$ cat config.mk
export PLATFORM = sky130hd
export DESIGN_NAME = spiBlock
export DESIGN_NICKNAME = d
export VERILOG_FILES = /design/src/logic/spiCorePkg.sv /design/src/logic/spiBusPkg.sv /design/src/logic/spiBlock.sv /design/src/logic/spiCtrl.sv /design/src/logic/spiShifter.sv /design/src/logic/spiClkGen.sv /design/src/logic/spiCsr.sv
export VERILOG_INCLUDE_DIRS = /design/src /design/src/logic
export SDC_FILE = /design/constraint.sdc
export NUM_CORES = 1
export LEC_CHECK = 0
export CAP_MARGIN = 15
export CORE_ASPECT_RATIO = 1.2
export CORE_MARGIN = 2
export CORE_UTILIZATION = 63
export DETAILED_ROUTE_END_ITERATION = 8
export DONT_BUFFER_PORTS = 1
export PLACE_DENSITY = 0.8
export SLEW_MARGIN = 0
export SYNTH_ARGS = -nofsm -noshare
export SYNTH_HDL_FRONTEND = slang
export SYNTH_SLANG_ARGS = --single-unit
$ cat constraint.sdc
create_clock -name sysClk -period 3 [get_ports sysClk]
set_input_delay 0.6 -clock sysClk [delete_from_list [all_inputs] [get_ports sysClk]]
set_output_delay 0.6 -clock sysClk [all_outputs]
set_load 0.02 [all_outputs]
$ cat src/logic/spiBlock_defs.svh
// --------------------
// SPI block constants
// Bus address map, register offsets and field widths
// --------------------
`ifndef SPI_BLOCK_DEFS_SVH
`define SPI_BLOCK_DEFS_SVH

// --------------------
// Bus side
// --------------------
`define SPI_BUS_ADRS_WIDTH 16               // Usi bus address width
`define SPI_BLOCK_ADRS     8'h03            // Block select in adrs[15:8]

// Register offsets in adrs[7:0]
`define SPI_ADRS_CTRL      8'h00            // Enable and chip select
`define SPI_ADRS_DIV       8'h04            // SCK divider
`define SPI_ADRS_TXD       8'h08            // Transmit byte, write starts transfer
`define SPI_ADRS_RXD       8'h0C            // Receive byte and busy flag

// --------------------
// SPI core
// --------------------
`define SPI_DIV_WIDTH      16               // Divider register width

// Bit position of busy in the RXD word
`define SPI_RXD_BUSY_BIT   8

`endif
$ cat src/logic/spiCorePkg.sv
// --------------------
// SPI core types
// Configuration, pin bundle and sequencer states
// --------------------
`default_nettype none

package spiCorePkg;

`include "spiBlock_defs.svh"

	// --------------------
	// Configuration from CSR
	// --------------------
	typedef struct packed {
		logic                      en;          // Transfers allowed
		logic                      cs;          // Chip select asserted when high
		logic [`SPI_DIV_WIDTH-1:0] div;         // SCK half period is div+1 cycles
	} spiCfg_t;

	// --------------------
	// External SPI outputs
	// --------------------
	typedef struct packed {
		logic sck;                              // Mode 0, idles low
		logic mosi;                             // MSB first
		logic csN;                              // Active low select
	} spiPins_t;

	// --------------------
	// Transfer sequencer
	// --------------------
	typedef enum logic [1:0] {
		IDLE  = 2'd0,                           // Waiting for start
		SHIFT = 2'd1,                           // Clocking eight bits
		DONE  = 2'd2                            // One cycle end marker
	} spiState_e;

endpackage

`default_nettype wire

$ cat src/logic/spiBusPkg.sv
// --------------------
// Usi register bus types for the SPI block
// --------------------
`default_nettype none

package spiBusPkg;

`include "spiBlock_defs.svh"

	// Write request from the bus master
	typedef struct packed {
		logic [31:0]                    data;   // Write data
		logic [`SPI_BUS_ADRS_WIDTH-1:0] adrs;   // Block and register address
		logic                           wrStb;  // Single cycle write strobe
	} usiWrite_t;

	// Read request from the bus master
	typedef struct packed {
		logic [`SPI_BUS_ADRS_WIDTH-1:0] adrs;
		logic                           rdStb;  // Single cycle read strobe
	} usiRead_t;

	// Read response, valid while rdEn is high
	typedef struct packed {
		logic [31:0] rdData;
		logic        rdEn;
	} usiRsp_t;

	// One CSR word seen two ways, picked by register offset
	typedef union packed {
		struct packed {
			logic [29:0] rsvd;
			logic        cs;                    // Chip select level
			logic        en;                    // Block enable
		} ctrlView;
		struct packed {
			logic [31-`SPI_DIV_WIDTH:0] rsvd;
			logic [`SPI_DIV_WIDTH-1:0]  div;    // Half period minus one
		} divView;
	} csrWord_u;

endpackage

`default_nettype wire

$ cat src/logic/spiBlock.sv
// --------------------
// SPI master block
// CSR slave on the Usi bus driving an 8-bit mode 0 master
// --------------------
`timescale 1ns/1ps
`default_nettype none

module spiBlock
	import spiBusPkg::*, spiCorePkg::*;
(
	input  logic      sysClk,
	input  logic      arstN,
	input  usiWrite_t usiWr,
	input  usiRead_t  usiRd,
	output usiRsp_t   usiRsp,
	output spiPins_t  pins,
	input  logic      miso,
	output logic      intr                      // End of byte
);

	// --------------------
	// Internal nets
	// --------------------
	spiCfg_t    cfg;
	logic       start;
	logic [7:0] txByte;
	logic [7:0] rxByte;
	logic       busy;
	logic       done;
	logic       run;
	logic       load;
	logic       riseTick;
	logic       fallTick;
	logic       sck;
	logic       mosi;
	logic       csN;

	// Registers and bus slave
	spiCsr csr (
		.sysClk (sysClk),   .arstN  (arstN),
		.usiWr  (usiWr),    .usiRd  (usiRd),    .usiRsp (usiRsp),
		.cfg    (cfg),      .start  (start),    .txByte (txByte),
		.busy   (busy),     .done   (done),     .rxByte (rxByte),
		.csN    (csN)
	);

	// Sequencer
	spiCtrl ctrl (
		.sysClk   (sysClk),   .arstN    (arstN),
		.start    (start),    .cfg      (cfg),
		.riseTick (riseTick), .fallTick (fallTick),
		.run      (run),      .load     (load),
		.done     (done),     .busy     (busy),     .intr (intr)
	);

	// SCK divider
	spiClkGen clkGen (
		.sysClk   (sysClk),   .arstN    (arstN),
		.cfg      (cfg),      .run      (run),
		.sck      (sck),      .riseTick (riseTick), .fallTick (fallTick)
	);

	// Datapath
	spiShifter shifter (
		.sysClk   (sysClk),   .arstN    (arstN),
		.load     (load),     .txByte   (txByte),
		.riseTick (riseTick), .fallTick (fallTick),
		.miso     (miso),     .mosi     (mosi),     .rxByte (rxByte)
	);

	// Pin bundle
	assign pins.sck  = sck;
	assign pins.mosi = mosi;
	assign pins.csN  = csN;

endmodule

`default_nettype wire

$ cat src/logic/spiCtrl.sv
// --------------------
// SPI transfer sequencer
// Counts eight SCK falls, then flags done and intr
// --------------------
`timescale 1ns/1ps
`default_nettype none

module spiCtrl
	import spiCorePkg::*;
(
	input  logic    sysClk,
	input  logic    arstN,
	input  logic    start,
	input  spiCfg_t cfg,
	input  logic    riseTick,
	input  logic    fallTick,
	output logic    run,                        // Clock generator active
	output logic    load,                       // Shifter load strobe
	output logic    done,
	output logic    busy,
	output logic    intr
);

	spiState_e state;
	spiState_e stateNext;
	logic [2:0] bitCnt;                         // Falls seen in this byte
	logic       lastFall;

	assign lastFall = fallTick && (bitCnt == 3'd7);
	assign load     = (state == IDLE) && start && cfg.en;

	// --------------------
	// Next state
	// --------------------
	always_comb
	begin
		stateNext = state;
		case (state)
			IDLE:    if (load) stateNext = SHIFT;
			SHIFT:   if (lastFall) stateNext = DONE;   // Eighth fall
			DONE:    stateNext = IDLE;
			default: stateNext = IDLE;
		endcase
	end

	always_ff @(posedge sysClk or negedge arstN)
	begin
		if (!arstN)
			state <= IDLE;
		else
			state <= stateNext;
	end

	// --------------------
	// Bit counter
	// --------------------
	always_ff @(posedge sysClk or negedge arstN)
	begin
		if (!arstN)
			bitCnt <= '0;
		else if (load)
			bitCnt <= '0;
		else if (fallTick)
			bitCnt <= bitCnt + 1'b1;
	end

	// --------------------
	// Outputs
	// --------------------
	assign run  = (state == SHIFT);
	assign busy = (state == SHIFT);             // Drops with the done cycle
	assign done = (state == DONE);
	assign intr = (state == DONE);              // Single cycle interrupt

	// End marker never stretches
	assert property (@(posedge sysClk) disable iff (!arstN) done |=> !done)
		else $error("done held longer than one cycle");

	// Clock generator must be quiet while idle
	assert property (@(posedge sysClk) disable iff (!arstN)
		(state == IDLE) |-> !(riseTick || fallTick))
		else $error("SCK tick while sequencer idle");

endmodule

`default_nettype wire

$ cat src/logic/spiShifter.sv
// --------------------
// SPI byte shifter
// MSB first out on mosi, sampled in from miso
// --------------------
`timescale 1ns/1ps
`default_nettype none

module spiShifter
(
	input  logic       sysClk,
	input  logic       arstN,
	input  logic       load,                    // Copy txByte in
	input  logic [7:0] txByte,
	input  logic       riseTick,
	input  logic       fallTick,
	input  logic       miso,
	output logic       mosi,
	output logic [7:0] rxByte
);

	logic [7:0] txShift;
	logic [7:0] rxShift;

	// --------------------
	// Transmit side
	// --------------------
	always_ff @(posedge sysClk or negedge arstN)
	begin
		if (!arstN)
			txShift <= '0;                      // mosi low out of reset
		else if (load)
			txShift <= txByte;
		else if (fallTick)
			txShift <= {txShift[6:0], 1'b0};    // Next bit after each fall
	end

	// Bit 7 is the one on the wire
	assign mosi = txShift[7];

	// --------------------
	// Receive side
	// --------------------
	// Slave changes miso on falls, so it is stable here
	always_ff @(posedge sysClk)
	begin
		if (riseTick)
			rxShift <= {rxShift[6:0], miso};
	end

	// Complete after the eighth rise
	assign rxByte = rxShift;

endmodule

`default_nettype wire

$ cat src/logic/spiClkGen.sv
// --------------------
// SPI clock generator
// Mode 0 SCK with rise and fall ticks
// --------------------
`timescale 1ns/1ps
`default_nettype none

`include "spiBlock_defs.svh"

module spiClkGen
	import spiCorePkg::*;
(
	input  logic    sysClk,
	input  logic    arstN,
	input  spiCfg_t cfg,
	input  logic    run,                        // Count only during a transfer
	output logic    sck,
	output logic    riseTick,                   // SCK rises at end of this cycle
	output logic    fallTick                    // SCK falls at end of this cycle
);

	logic [`SPI_DIV_WIDTH-1:0] cnt;             // Cycles into current half period
	logic                      halfEnd;

	// Compare with >= so a smaller divider mid-byte cannot wrap the count
	assign halfEnd = run && (cnt >= cfg.div);

	// --------------------
	// Half period counter
	// --------------------
	always_ff @(posedge sysClk or negedge arstN)
	begin
		if (!arstN)
		begin
			cnt <= '0;
			sck <= 1'b0;
		end
		else if (!run)
		begin
			cnt <= '0;                          // Restart clean on next byte
			sck <= 1'b0;                        // Idle low
		end
		else if (halfEnd)
		begin
			cnt <= '0;
			sck <= ~sck;
		end
		else
			cnt <= cnt + 1'b1;
	end

	// Ticks lead the toggle by the edge they name
	assign riseTick = halfEnd && !sck;
	assign fallTick = halfEnd && sck;

endmodule

`default_nettype wire

$ cat src/logic/spiCsr.sv
// --------------------
// SPI control and status registers
// Usi bus slave with start pulse and receive capture
// --------------------
`timescale 1ns/1ps
`default_nettype none

`include "spiBlock_defs.svh"

module spiCsr
	import spiBusPkg::*, spiCorePkg::*;
(
	input  logic      sysClk,
	input  logic      arstN,
	input  usiWrite_t usiWr,
	input  usiRead_t  usiRd,
	output usiRsp_t   usiRsp,
	output spiCfg_t   cfg,
	output logic      start,                    // One cycle transfer request
	output logic [7:0] txByte,
	input  logic      busy,
	input  logic      done,                     // Byte finished with rxByte valid
	input  logic [7:0] rxByte,
	output logic      csN
);

	// --------------------
	// Address decode
	// --------------------
	logic     wrHit;
	logic     rdHit;
	logic     txAccept;
	csrWord_u wrWord;
	csrWord_u rdWord;
	logic [7:0] rxData;

	assign wrHit = usiWr.wrStb && (usiWr.adrs[`SPI_BUS_ADRS_WIDTH-1:8] == `SPI_BLOCK_ADRS);
	assign rdHit = usiRd.rdStb && (usiRd.adrs[`SPI_BUS_ADRS_WIDTH-1:8] == `SPI_BLOCK_ADRS);
	assign wrWord = usiWr.data;

	// TXD only taken when enabled and nothing in flight
	assign txAccept = wrHit && (usiWr.adrs[7:0] == `SPI_ADRS_TXD)
		&& cfg.en && !busy && !start;

	// --------------------
	// Register writes
	// --------------------
	always_ff @(posedge sysClk or negedge arstN)
	begin
		if (!arstN)
		begin
			cfg    <= '0;
			start  <= 1'b0;
			rxData <= '0;
		end
		else
		begin
			start <= txAccept;                  // Pulse the cycle after the write
			if (wrHit && (usiWr.adrs[7:0] == `SPI_ADRS_CTRL))
			begin
				cfg.en <= wrWord.ctrlView.en;
				cfg.cs <= wrWord.ctrlView.cs;
			end
			if (wrHit && (usiWr.adrs[7:0] == `SPI_ADRS_DIV))
				cfg.div <= wrWord.divView.div;
			if (done)
				rxData <= rxByte;               // Readable from next cycle
		end
	end

	// Transmit byte held for the load pulse
	always_ff @(posedge sysClk)
	begin
		if (txAccept)
			txByte <= usiWr.data[7:0];
	end

	// Pin level straight from the stored bit
	assign csN = ~cfg.cs;

	// --------------------
	// Read path
	// --------------------
	always_comb
	begin
		rdWord = '0;
		case (usiRd.adrs[7:0])
			`SPI_ADRS_CTRL:
			begin
				rdWord.ctrlView.en = cfg.en;
				rdWord.ctrlView.cs = cfg.cs;
			end
			`SPI_ADRS_DIV: rdWord.divView.div = cfg.div;
			`SPI_ADRS_TXD: rdWord[7:0] = txByte;
			`SPI_ADRS_RXD:
			begin
				rdWord[7:0]               = rxData;
				rdWord[`SPI_RXD_BUSY_BIT] = busy;
			end
			default: rdWord = '0;       // Unmapped offset reads zero
		endcase
	end

	always_ff @(posedge sysClk or negedge arstN)
	begin
		if (!arstN)
			usiRsp <= '0;
		else
		begin
			usiRsp.rdEn <= rdHit;               // Exactly one cycle after strobe
			if (rdHit)
				usiRsp.rdData <= rdWord;
		end
	end

	// Sequencer must be idle whenever a start is issued
	assert property (@(posedge sysClk) disable iff (!arstN) start |-> !busy)
		else $error("start issued while transfer busy");

endmodule

`default_nettype wire

**Word level (Yosys, flattened, before mapping)**

Cells that the tools add are included.

- Reductions and logical operators: 22
- Add/sub/neg operators: 2
- $lt $le $gt $ge: 1
- Mux-type cells: 15
- Bitwise gates (word level): 2
- Eq/ne operators: 13

Operators with widths:

| kind | number |
|---|---|
| $mux 16 | 2 |
| $eq 8x4->1 const B | 3 |
| $pmux 6 s3 | 1 |
| $add 16x1->16 const B | 1 |
| $eq 8x2->1 const B | 2 |
| $eq 8x3->1 const B | 2 |
| $ge 16x16->1 | 1 |
| $logic_not 8->1 | 2 |
| $mux 8 | 2 |
| $logic_and 1x1->1 | 14 |
| $pmux 2 s4 | 1 |
| $mux 7 | 1 |
| $mux 3 | 2 |
| $mux 2 | 2 |
| $ne 2x2->1 const B | 2 |
| $pmux 2 s2 | 1 |
| $add 3x1->3 const B | 1 |
| $eq 3x3->1 const B | 1 |
| $logic_not 1->1 | 3 |
| $eq 2x1->1 const B | 1 |
| $eq 2x2->1 const B | 1 |
| $logic_not 2->1 | 1 |
| $mux 1 | 2 |
| $ne 2x1->1 const B | 1 |
| 4 further kinds | 5 |

- Input bits: 69
- Flip-flop bits (word level): 90
- Word-level logic and storage cells: 69

**Longest topological paths before layout**

Gate-level depths: netlist of the first run.

- Depth after elaboration: 6
- Depth in mapped cells: 10

**Modules after synthesis**

From an unflattened synthesis of the first run, not the netlist that was laid out.

- Cell total of the unflattened synthesis: 360
- Area total of the unflattened synthesis: 4413.0 um^2

By module, submodules not included:

| module | seq. area each (um^2) | area each (um^2) | times used | cells an instance |
|---|---|---|---|---|
| spiCsr | 1341.3 | 2338.5 | 1 | 164 |
| spiClkGen | 425.4 | 1183.6 | 1 | 130 |
| spiShifter | 440.4 | 609.3 | 1 | 42 |
| spiCtrl | 125.1 | 259.0 | 1 | 21 |
| spiBlock | 0.0 | 22.5 | 1 | 3 |

**Worst setup path before layout of the first run**

Ideal clock, no wire load.

- Kind: register to register
- Start point: reg clkGen.cnt[13]
- End point: reg shifter.txShift[5]
- Stages on the path, launching flop included: 10
- Clock period less this slack: 2.240 ns
- Library setup time: 0.136 ns
- Setup slack: 0.760 ns
- Arrival: 2.104 ns
- Cells stage by stage: dfrtp_1 ha_1 a21o_1 a21o_1 a221oi_2 a31o_2 buf_2 buf_4 mux2i_1 a21oi_1

- Word-level cells in the longest chain between the ends: 4

Ends and longest elaborated chain:

| item | RTL line | source |
|---|---|---|
| from (decl) | spiClkGen.sv:22 | `` logic [`SPI_DIV_WIDTH-1:0] cnt; `` |
| from (signal assigned) | spiClkGen.sv:49 | `cnt <= cnt + 1'b1;` |
| $ge 16x16->1 | spiClkGen.sv:26 | `assign halfEnd = run && (cnt >= cfg.div);` |
| $logic_and 1x1->1 | spiClkGen.sv:26 |  |
| $logic_and 1x1->1 | spiClkGen.sv:54 | `assign fallTick = halfEnd && sck;` |
| $reduce_bool 2->1 (no source line) | n/a |  |
| to (signal assigned) | spiShifter.sv:32 | `txShift <= txByte;` |
| to (signal assigned) | spiShifter.sv:34 | `txShift <= {txShift[6:0], 1'b0};` |
| to (decl) | spiShifter.sv:21 | `logic [7:0] txShift;` |

Every way passes these cells.
A chain may end at the register's enable or synchronous reset.

**Final worst setup path of the first run**

- Start point: reg clkGen.cnt[6]
- End point: reg shifter.txShift[3]

Same word-level chain as after synthesis.

==> results of run 1 <==
placed cells by master (no fill, tap or decap), types with 2 or more instances in the layout:
master	netlist	final
clkinv_4	0	2
buf_4	20	8
ha_1	19	19
a21o_1	2	2
nor3_1	6	6
a22o_1	9	9
inv_1	24	24
edfxtp_1	16	16
nor2b_1	3	3
nor4_1	2	2
mux2i_1	7	7
dfrtp_1	74	74
nand2b_1	4	4
mux4_2	2	2
nor2_1	29	29
nand3_1	14	14
and3_1	3	3
mux2_2	10	10
or3_1	2	2
conb_1	1	16
a21oi_1	12	12
xor2_1	10	10
or4_1	2	2
nand2_1	39	39
o21ai_0	39	39
a22oi_1	6	6
nand4_1	6	6
xnor2_1	3	3
clkbuf_8	0	12
power by group:
part	internal, mW	switching (mW)
combinational	0.0138	0.0442
clock	0.424	0.416
sequential	1.24	0.000442
final cells by class:
type                       instances  area [um2]
timing repair buffer               9        87.6
clock inverter                     2        17.5
inverter                          24        90.1
sequential                        90        2330
multi-input combinational        258        1690
clock buffer                      14         194
tap                               85         106
fill                             461        1970
worst max-delay path: stages (launching register included):
cell,delay (ns)
dfrtp_1,0.44
ha_1,0.33
a41oi_1,0.21
o21ai_0,0.15
a221oi_2,0.37
a31o_2,0.45
mux2i_1,0.25
a21oi_1,0.09
timing repair:
action / 4_1_cts / 5_1_grt
setup buffers: 0 / 0
resized for setup: 0 / 0
hold buffers: 1 / 0
endpoints found under the setup margin: 0 / 0
endpoints found under the hold margin: 74 / 0
routing by layer:
metal | vias to the layer above | GRT usage | routed length [um]
met1 | 1340 | 0.315 | 3450
met4 | 0 | 0.114 | 233
met5 | - | 0 | 0
met3 | 16 | 0.0317 | 255
met2 | 61 | 0.379 | 4180
li1 | 1333 | - | -
state kept, by name, summed over array words and instances (netlist names), 2 cells and up:
register	count
shifter.rxByte	8
shifter.txShift	8
ctrl.bitCnt	3
csr.txByte	8
csr.cfg	18
csr.usiRsp	17
csr.rxData	8
clkGen.cnt	16
ctrl.state	2
logic make-up after synthesis:
| family | Yosys count | share of synthesized area |
|---|---|---|
| XOR/XNOR | 13 | 0.0268 |
| AO/OA/AOI/OAI | 74 | 0.106 |
| AND/OR/NAND/NOR | 117 | 0.139 |
| other | 1 | 0.000882 |
| multiplexers | 19 | 0.0536 |
| flip-flops | 90 | 0.549 |
| buffers and inverters | 57 | 0.0686 |
| adder cells (fa/ha/maj) | 19 | 0.0559 |
final timing paths:
| check | cells past startpoint | to | from | slack, ns |
|---|---|---|---|---|
| setup / recovery | 7 | shifter.txShift[3]$_DFFE_PN0P_ | clkGen.cnt[6]$_DFF_PN0_ | 0.56 |
| hold / removal | 1 | ctrl.state[1]$_DFFE_PN0P_ | arstN | 0.11 |
| setup reg to reg | 7 | shifter.txShift[3]$_DFFE_PN0P_ | clkGen.cnt[6]$_DFF_PN0_ | 0.56 |
| hold reg to reg | 0 | shifter.rxByte[6]$_DFFE_PP_ | shifter.rxByte[5]$_DFFE_PP_ | 0.45 |
| max in group asynchronous | 1 | shifter.txShift[7]$_DFFE_PN0P_ | arstN | 2.56 |
| min in group sysClk | 0 | csr.txByte[1]$_DFFE_PP_ | usiWr[18] | 0.34 |
==> impl_results.md, run 1 <==
- Top_reg_cell synth: dfrtp_1
- Largest fanout on the critical path: 14
- Clock sinks: 90
- Most frequent cell after synthesis: dfrtp_1
- Cell row count: 32
- Final antenna-violating net count: 0
- Vias in the first global route: between 2000 and 3000
- Number of buffers created by CTS: 9
- Fin. max-slew vios: 0
- Placed Cells incl. Taps: roughly 470
- Post-Syn Area: around 0.0043 mm2
- Critical Path AT: around 2.6 ns
- Register clock-pin slew on the reported worst setup and hold paths: approximately 0.09 ns
- Cells after Synth: between 300 and 400
- Max_cap viols: 0
- DIE AREA: 0.00742 mm2
- Period utilization: 0.813
- Commonest cells in the netlist: dfrtp_1 (74), nand2_1 (39), o21ai_0 (39), nor2_1 (29), inv_1 (24)
- Tmin final: 2.44 ns
- Initial antenna violation count: 0
- Crit path required time: between 3 and 4 ns
- Hold Path Class: in -> async
- PwrDens: 474 mW/mm2
- Antenna cells: 0
- Final core utilization: 0.696
- Gr ovfl total: 0
- I/O pins: approximately 110
- Crit Path Category: reg -> reg
- Residual DRC: 0
- Initial Util: 0.655
- DP Area: 0.00428 mm2
- Non-filler instance count after layout: approximately 480
- Setup TNS: 0 ns
- Max Root-Sink Buffers: 2
- Die height: between 90 and 100 um
- Synth warnings: 0
- Dominant cells by area after synthesis: dfrtp_1 (44%), edfxtp_1 (11%), ha_1 (5.6%)
- Die Span X: between 70 and 80 um
- WHS: 0.108 ns
- Area grow syn2layout: 6.24%
- Max-slew headroom: 0.528
- Setup violations, final: 0
- Crit. End Element: register
- DR WL/cell: 16.9 um
- TritonRoute pass-1 iters: 4
- Hpwl dp: between 5 and 6 mm
- Setup slack after layout: about 0.56 ns
- Clock Skew: 0.0138 ns
- Leakage power: around 2.2 nW
- Wirelength, routed: around 8 mm
- First-pass GRT wire length: about 13 mm
- Synth async-reset ratio: 0.822
- Sequential share of the synthesized area: 0.549
- Layout cells sized above 1: 0.106
- FMAX: slightly above 400 MHz
- Total power: ~2.1 mW
- RSZ-0062 raised after global routing: false
- Yosys cell types: 42
- Vias per cell: between 5 and 6
- Nets@finish: 480
- Largest net degree at the start of global routing: between 70 and 80
- Critical Path Source Type: register
- Iteration-0 DRC Markers: around 270
- CTS H-tree depth: 3
- Number of flops mapped to enable cells by yosys: 16
- VDD IR max: 0.231 mV
- Synth top area share: 0.436
- Root buffer cell: clkbuf_8
- GP Congestion: 0.788
- Post-synth top area cell: dfrtp_1
- Final hold vios: 0
- CTS tree: yes
- # port buffers: 0
- Flop and latch count out of synthesis: 90
- Outcome: finished, final reports clean
- Core area: 0.00649 mm2
- Post-Syn Area per Cell: 10.9 um2
- Clk_lat worst skew: 0.35 ns
- GR Util All Layers: 0.235
- Fin area: roughly 0.0045 mm2
- Tightest Pin Transition: roughly 0.71 ns
- Dpl ws: 0.560 ns
- Vias after detailed routing: about 2800
Power figures use the tool's default switching activity.
==> run 2: changes to the inputs <==
--- a/config.mk
+++ b/config.mk
@@ -9,10 +9,10 @@
 export CAP_MARGIN = 15
 export CORE_ASPECT_RATIO = 1.2
 export CORE_MARGIN = 2
-export CORE_UTILIZATION = 63
+export CORE_UTILIZATION = 57
 export DETAILED_ROUTE_END_ITERATION = 8
 export DONT_BUFFER_PORTS = 1
-export PLACE_DENSITY = 0.8
+export PLACE_DENSITY = 0.76
 export SLEW_MARGIN = 0
 export SYNTH_ARGS = -nofsm -noshare
 export SYNTH_HDL_FRONTEND = slang
==> constraint.sdc (replaced) <==
create_clock -name sysClk -period 2.2 [get_ports sysClk]
set_input_delay 0.44 -clock sysClk [delete_from_list [all_inputs] [get_ports sysClk]]
set_output_delay 0.44 -clock sysClk [all_outputs]
set_load 0.02 [all_outputs]
==> run 2 against run 1 <==
Compared with the run above:
- clock power up 36%
- cell area increased by 6.7%
- worst setup slack lost 0.52 ns
- global-route usage fell by 2.4 points
- register-to-register slack worse by 0.52 ns
- worst hold slack improved by 0.060 ns
- power rose by 36%
- non-clock buffer count rose by 26
==> impl_results.md, run 2 (synthesis gave the netlist of run 1 again) <==
- Residual DRC: 0 (unchanged)
- Hpwl dp: 6.36 mm (was 5.95 mm)
- Period utilization: 0.982 (was 0.813)
- CP top delay family: compound AO/OA/AOI/OAI gates (unchanged)
- Cell row count: 34 (was 32)
- I/O pins: 106 (unchanged)
- Vias after detailed routing: 2893 (was 2750)
- GP Congestion: 0.813 (was 0.788)
- Critical path cell sequence: inv_2, ha_4, a21o_1, a21o_1, a221oi_4, a31o_4, mux2i_1, a21oi_1 (was ha_1, a41oi_1, o21ai_0, a221oi_2, a31o_2, mux2i_1, a21oi_1)
- Root buffer cell: clkbuf_8 (unchanged)
- Most used cell, CP: a21o_1
- Setup TNS: 0 ns (unchanged)
- Area grow syn2layout: 13.4% (was 6.24%)
- Max Root-Sink Buffers: 2 (unchanged)
- DR WL/cell: 16.7 um (was 16.9 um)
- Critical path's slowest cell: dfrtp_1 (was a31o_2)
- Fin. max-slew vios: 0 (unchanged)
- Biggest register: csr.cfg (unchanged)
- Clock Skew: 0.0124 ns (was 0.0138 ns)
- Commonest non-fill, non-tap cell in the layout: dfrtp_1 (unchanged)
- Gr ovfl total: 0 (unchanged)
- Most frequent cells in the layout: dfrtp_1 (74), nand2_1 (38), o21ai_0 (36) (was dfrtp_1 (74), nand2_1 (39), o21ai_0 (39))
- Hold_sp: usiWr[17]
- Initial antenna violation count: 0 (unchanged)
- CTS tree: yes (unchanged)
- Critical Path Source Type: register (unchanged)
- Filler Cells Inserted: 532 (was 461)
- Area of the multi-input gates: 0.00179 mm2 (was 0.00169 mm2)
- Register area: 0.00233 mm2 (unchanged)
- Vias in the first global route: 2812 (was 2692)
- Critical Path Max Stage Delay: 0.41 ns (was 0.45 ns)
- Largest fanout on the critical path: 8 (was 14)
- Register clock-pin slew on the reported worst setup and hold paths: 0.09 ns (about the same)
- Worst R2R End: shifter.txShift[6]$_DFFE_PN0P_ (was shifter.txShift[3]$_DFFE_PN0P_)
- Die height: 98.6 um (was 94.0 um)
- R2R Setup Slk: 0.04 ns (was 0.56 ns)
- Die Span X: 82.8 um (was 79.0 um)
- Clock sinks: 90 (unchanged)
- Worst Hold Depth: 0
- Outcome: finished, final reports clean (unchanged)
- Max FFs per register: 18 (unchanged)
- Crit. End Element: register (unchanged)
- First-pass GRT wire length: 13.6 mm (was 13.3 mm)
- Nets@finish: 506 (was 480)
- Vias per cell: 5.64 (was 5.71)
- Critical Path AT: 2.40 ns (was 2.64 ns)
- Antenna cells: 0 (unchanged)
- Initial Util: 0.588 (was 0.655)
- Hold Path Class: in -> reg (was in -> async)
- Worst reg2reg path depth: 8 (was 7)
- FMAX: 463 MHz (was 410 MHz)
- Largest registers: csr.cfg x18, csr.usiRsp x17, clkGen.cnt x16 (unchanged)
- # port buffers: 0 (unchanged)
- DIE AREA: 0.00817 mm2 (was 0.00742 mm2)
- FF-to-FF Start: csr.cfg[13]$_DFFE_PN0P_ (was clkGen.cnt[6]$_DFF_PN0_)
- Core area: 0.00723 mm2 (was 0.00649 mm2)
- Leakage power: 2.28 nW (was 2.15 nW)
- Iteration-0 DRC Markers: 160 (was 265)
- Crit path buffers/inverters: 1 (was 0)
- Crit path required time: 2.44 ns (was 3.21 ns)
- CTS H-tree depth: 3 (unchanged)
- GR Util All Layers: 0.211 (was 0.235)
- TritonRoute pass-1 iters: 4 (unchanged)
- Tmin final: 2.16 ns (was 2.44 ns)
- Final core utilization: 0.666 (was 0.696)
- Max_cap viols: 0 (unchanged)
- VDD IR max: 0.424 mV (was 0.231 mV)
- Clk_lat worst skew: 0.36 ns (was 0.35 ns)
- Fin area: 0.00482 mm2 (was 0.00452 mm2)
- Largest net degree at the start of global routing: 75 (unchanged)
- Layout cells sized above 1: 0.191 (was 0.106)
- DP Area: 0.00446 mm2 (was 0.00428 mm2)
- Crit Path Category: reg -> reg (unchanged)
- RSZ-0062 raised after global routing: true (was false)
- Number of buffers created by CTS: 9 (unchanged)
- Wirelength, routed: 8.58 mm (was 8.12 mm)
- Setup violations, final: 0 (unchanged)
- Final antenna-violating net count: 0 (unchanged)
- Final hold vios: 0 (unchanged)
- Worst Hold End: csr.txByte[0]$_DFFE_PP_
- PwrDens: 605 mW/mm2 (was 474 mW/mm2)
run 2: changes by cell type in the layout (fill, tap and decap cells not counted), moves of 2 or more:
cell | previous run | this run
buf_4 | 8 | 31
buf_6 | 0 | 2
clkbuf_8 | 12 | 9
clkinv_4 | 2 | 0
ha_1 | 19 | 16
ha_4 | 0 | 3
inv_1 | 24 | 22
inv_2 | 0 | 2
inv_4 | 0 | 2
nor2_1 | 29 | 24
nor2_2 | 0 | 3
nor2_4 | 0 | 2
o21ai_0 | 39 | 36
o21ai_1 | 0 | 2
run 2: report_power, final:
part           leakage (nW)  switching [mW]  total, mW  internal (mW)
registers              1.09        0.000607       1.69           1.69
logic                  1.08          0.0610     0.0810         0.0199
clock network         0.104           0.590       1.14          0.555
total                  2.28           0.651       2.92           2.27
run 2: through the flow:
stage / std cells / total power, mW / hold WS, ns / worst slack, ns
floorplan: 405 / 1.80 / 0.144 / 0.00560
global placement: 493 / 1.77 / 0.148 / -0.110
detailed placement: 493 / 1.77 / 0.147 / -0.240
CTS: 511 / 2.93 / 0.157 / 0.00286
global route: 513 / 3.00 / 0.149 / -0.0591
finish: 513 / 2.92 / 0.168 / 0.0396
run 2: final cells by class:
class / count / share of cell area
tap: 90 / 0.0234
clock inverter: 4 / 0.00597
timing repair buffer: 35 / 0.0607
sequential: 90 / 0.484
clock buffer: 12 / 0.0369
inverter: 24 / 0.0187
multi-input combinational: 258 / 0.370
run 2: layer usage:
metal | wire, um | global-route usage | vias up
met1 | 3600 | 0.269 | 1438
met3 | 346 | 0.0503 | 8
met5 | 0 | 0 | -
met4 | 110 | 0.0542 | 0
met2 | 4520 | 0.365 | 65
li1 | - | - | 1382
run 2: what timing repair did:
item                       CTS  global route
pin swaps                    4            11
resized for setup            9            15
hold buffers                 2             0
setup buffers                0             2
gates cloned                 0             0
hold endpoints to repair    74             0
setup endpoints to repair   35            35
run 2: how the worst max path moves through the flow:
stage / from / endpoint / cells past startpoint
detailed placement: csr.cfg[13]$_DFFE_PN0P_ / shifter.rxByte[7]$_DFFE_PP_ / 8
finish: csr.cfg[13]$_DFFE_PN0P_ / shifter.txShift[6]$_DFFE_PN0P_ / 8
CTS: csr.cfg[13]$_DFFE_PN0P_ / shifter.txShift[4]$_DFFE_PN0P_ / 8
global route: csr.cfg[13]$_DFFE_PN0P_ / shifter.txShift[5]$_DFFE_PN0P_ / 8
floorplan: clkGen.cnt[13]$_DFF_PN0_ / shifter.txShift[7]$_DFFE_PN0P_ / 9
global placement: csr.cfg[13]$_DFFE_PN0P_ / shifter.rxByte[0]$_DFFE_PP_ / 8
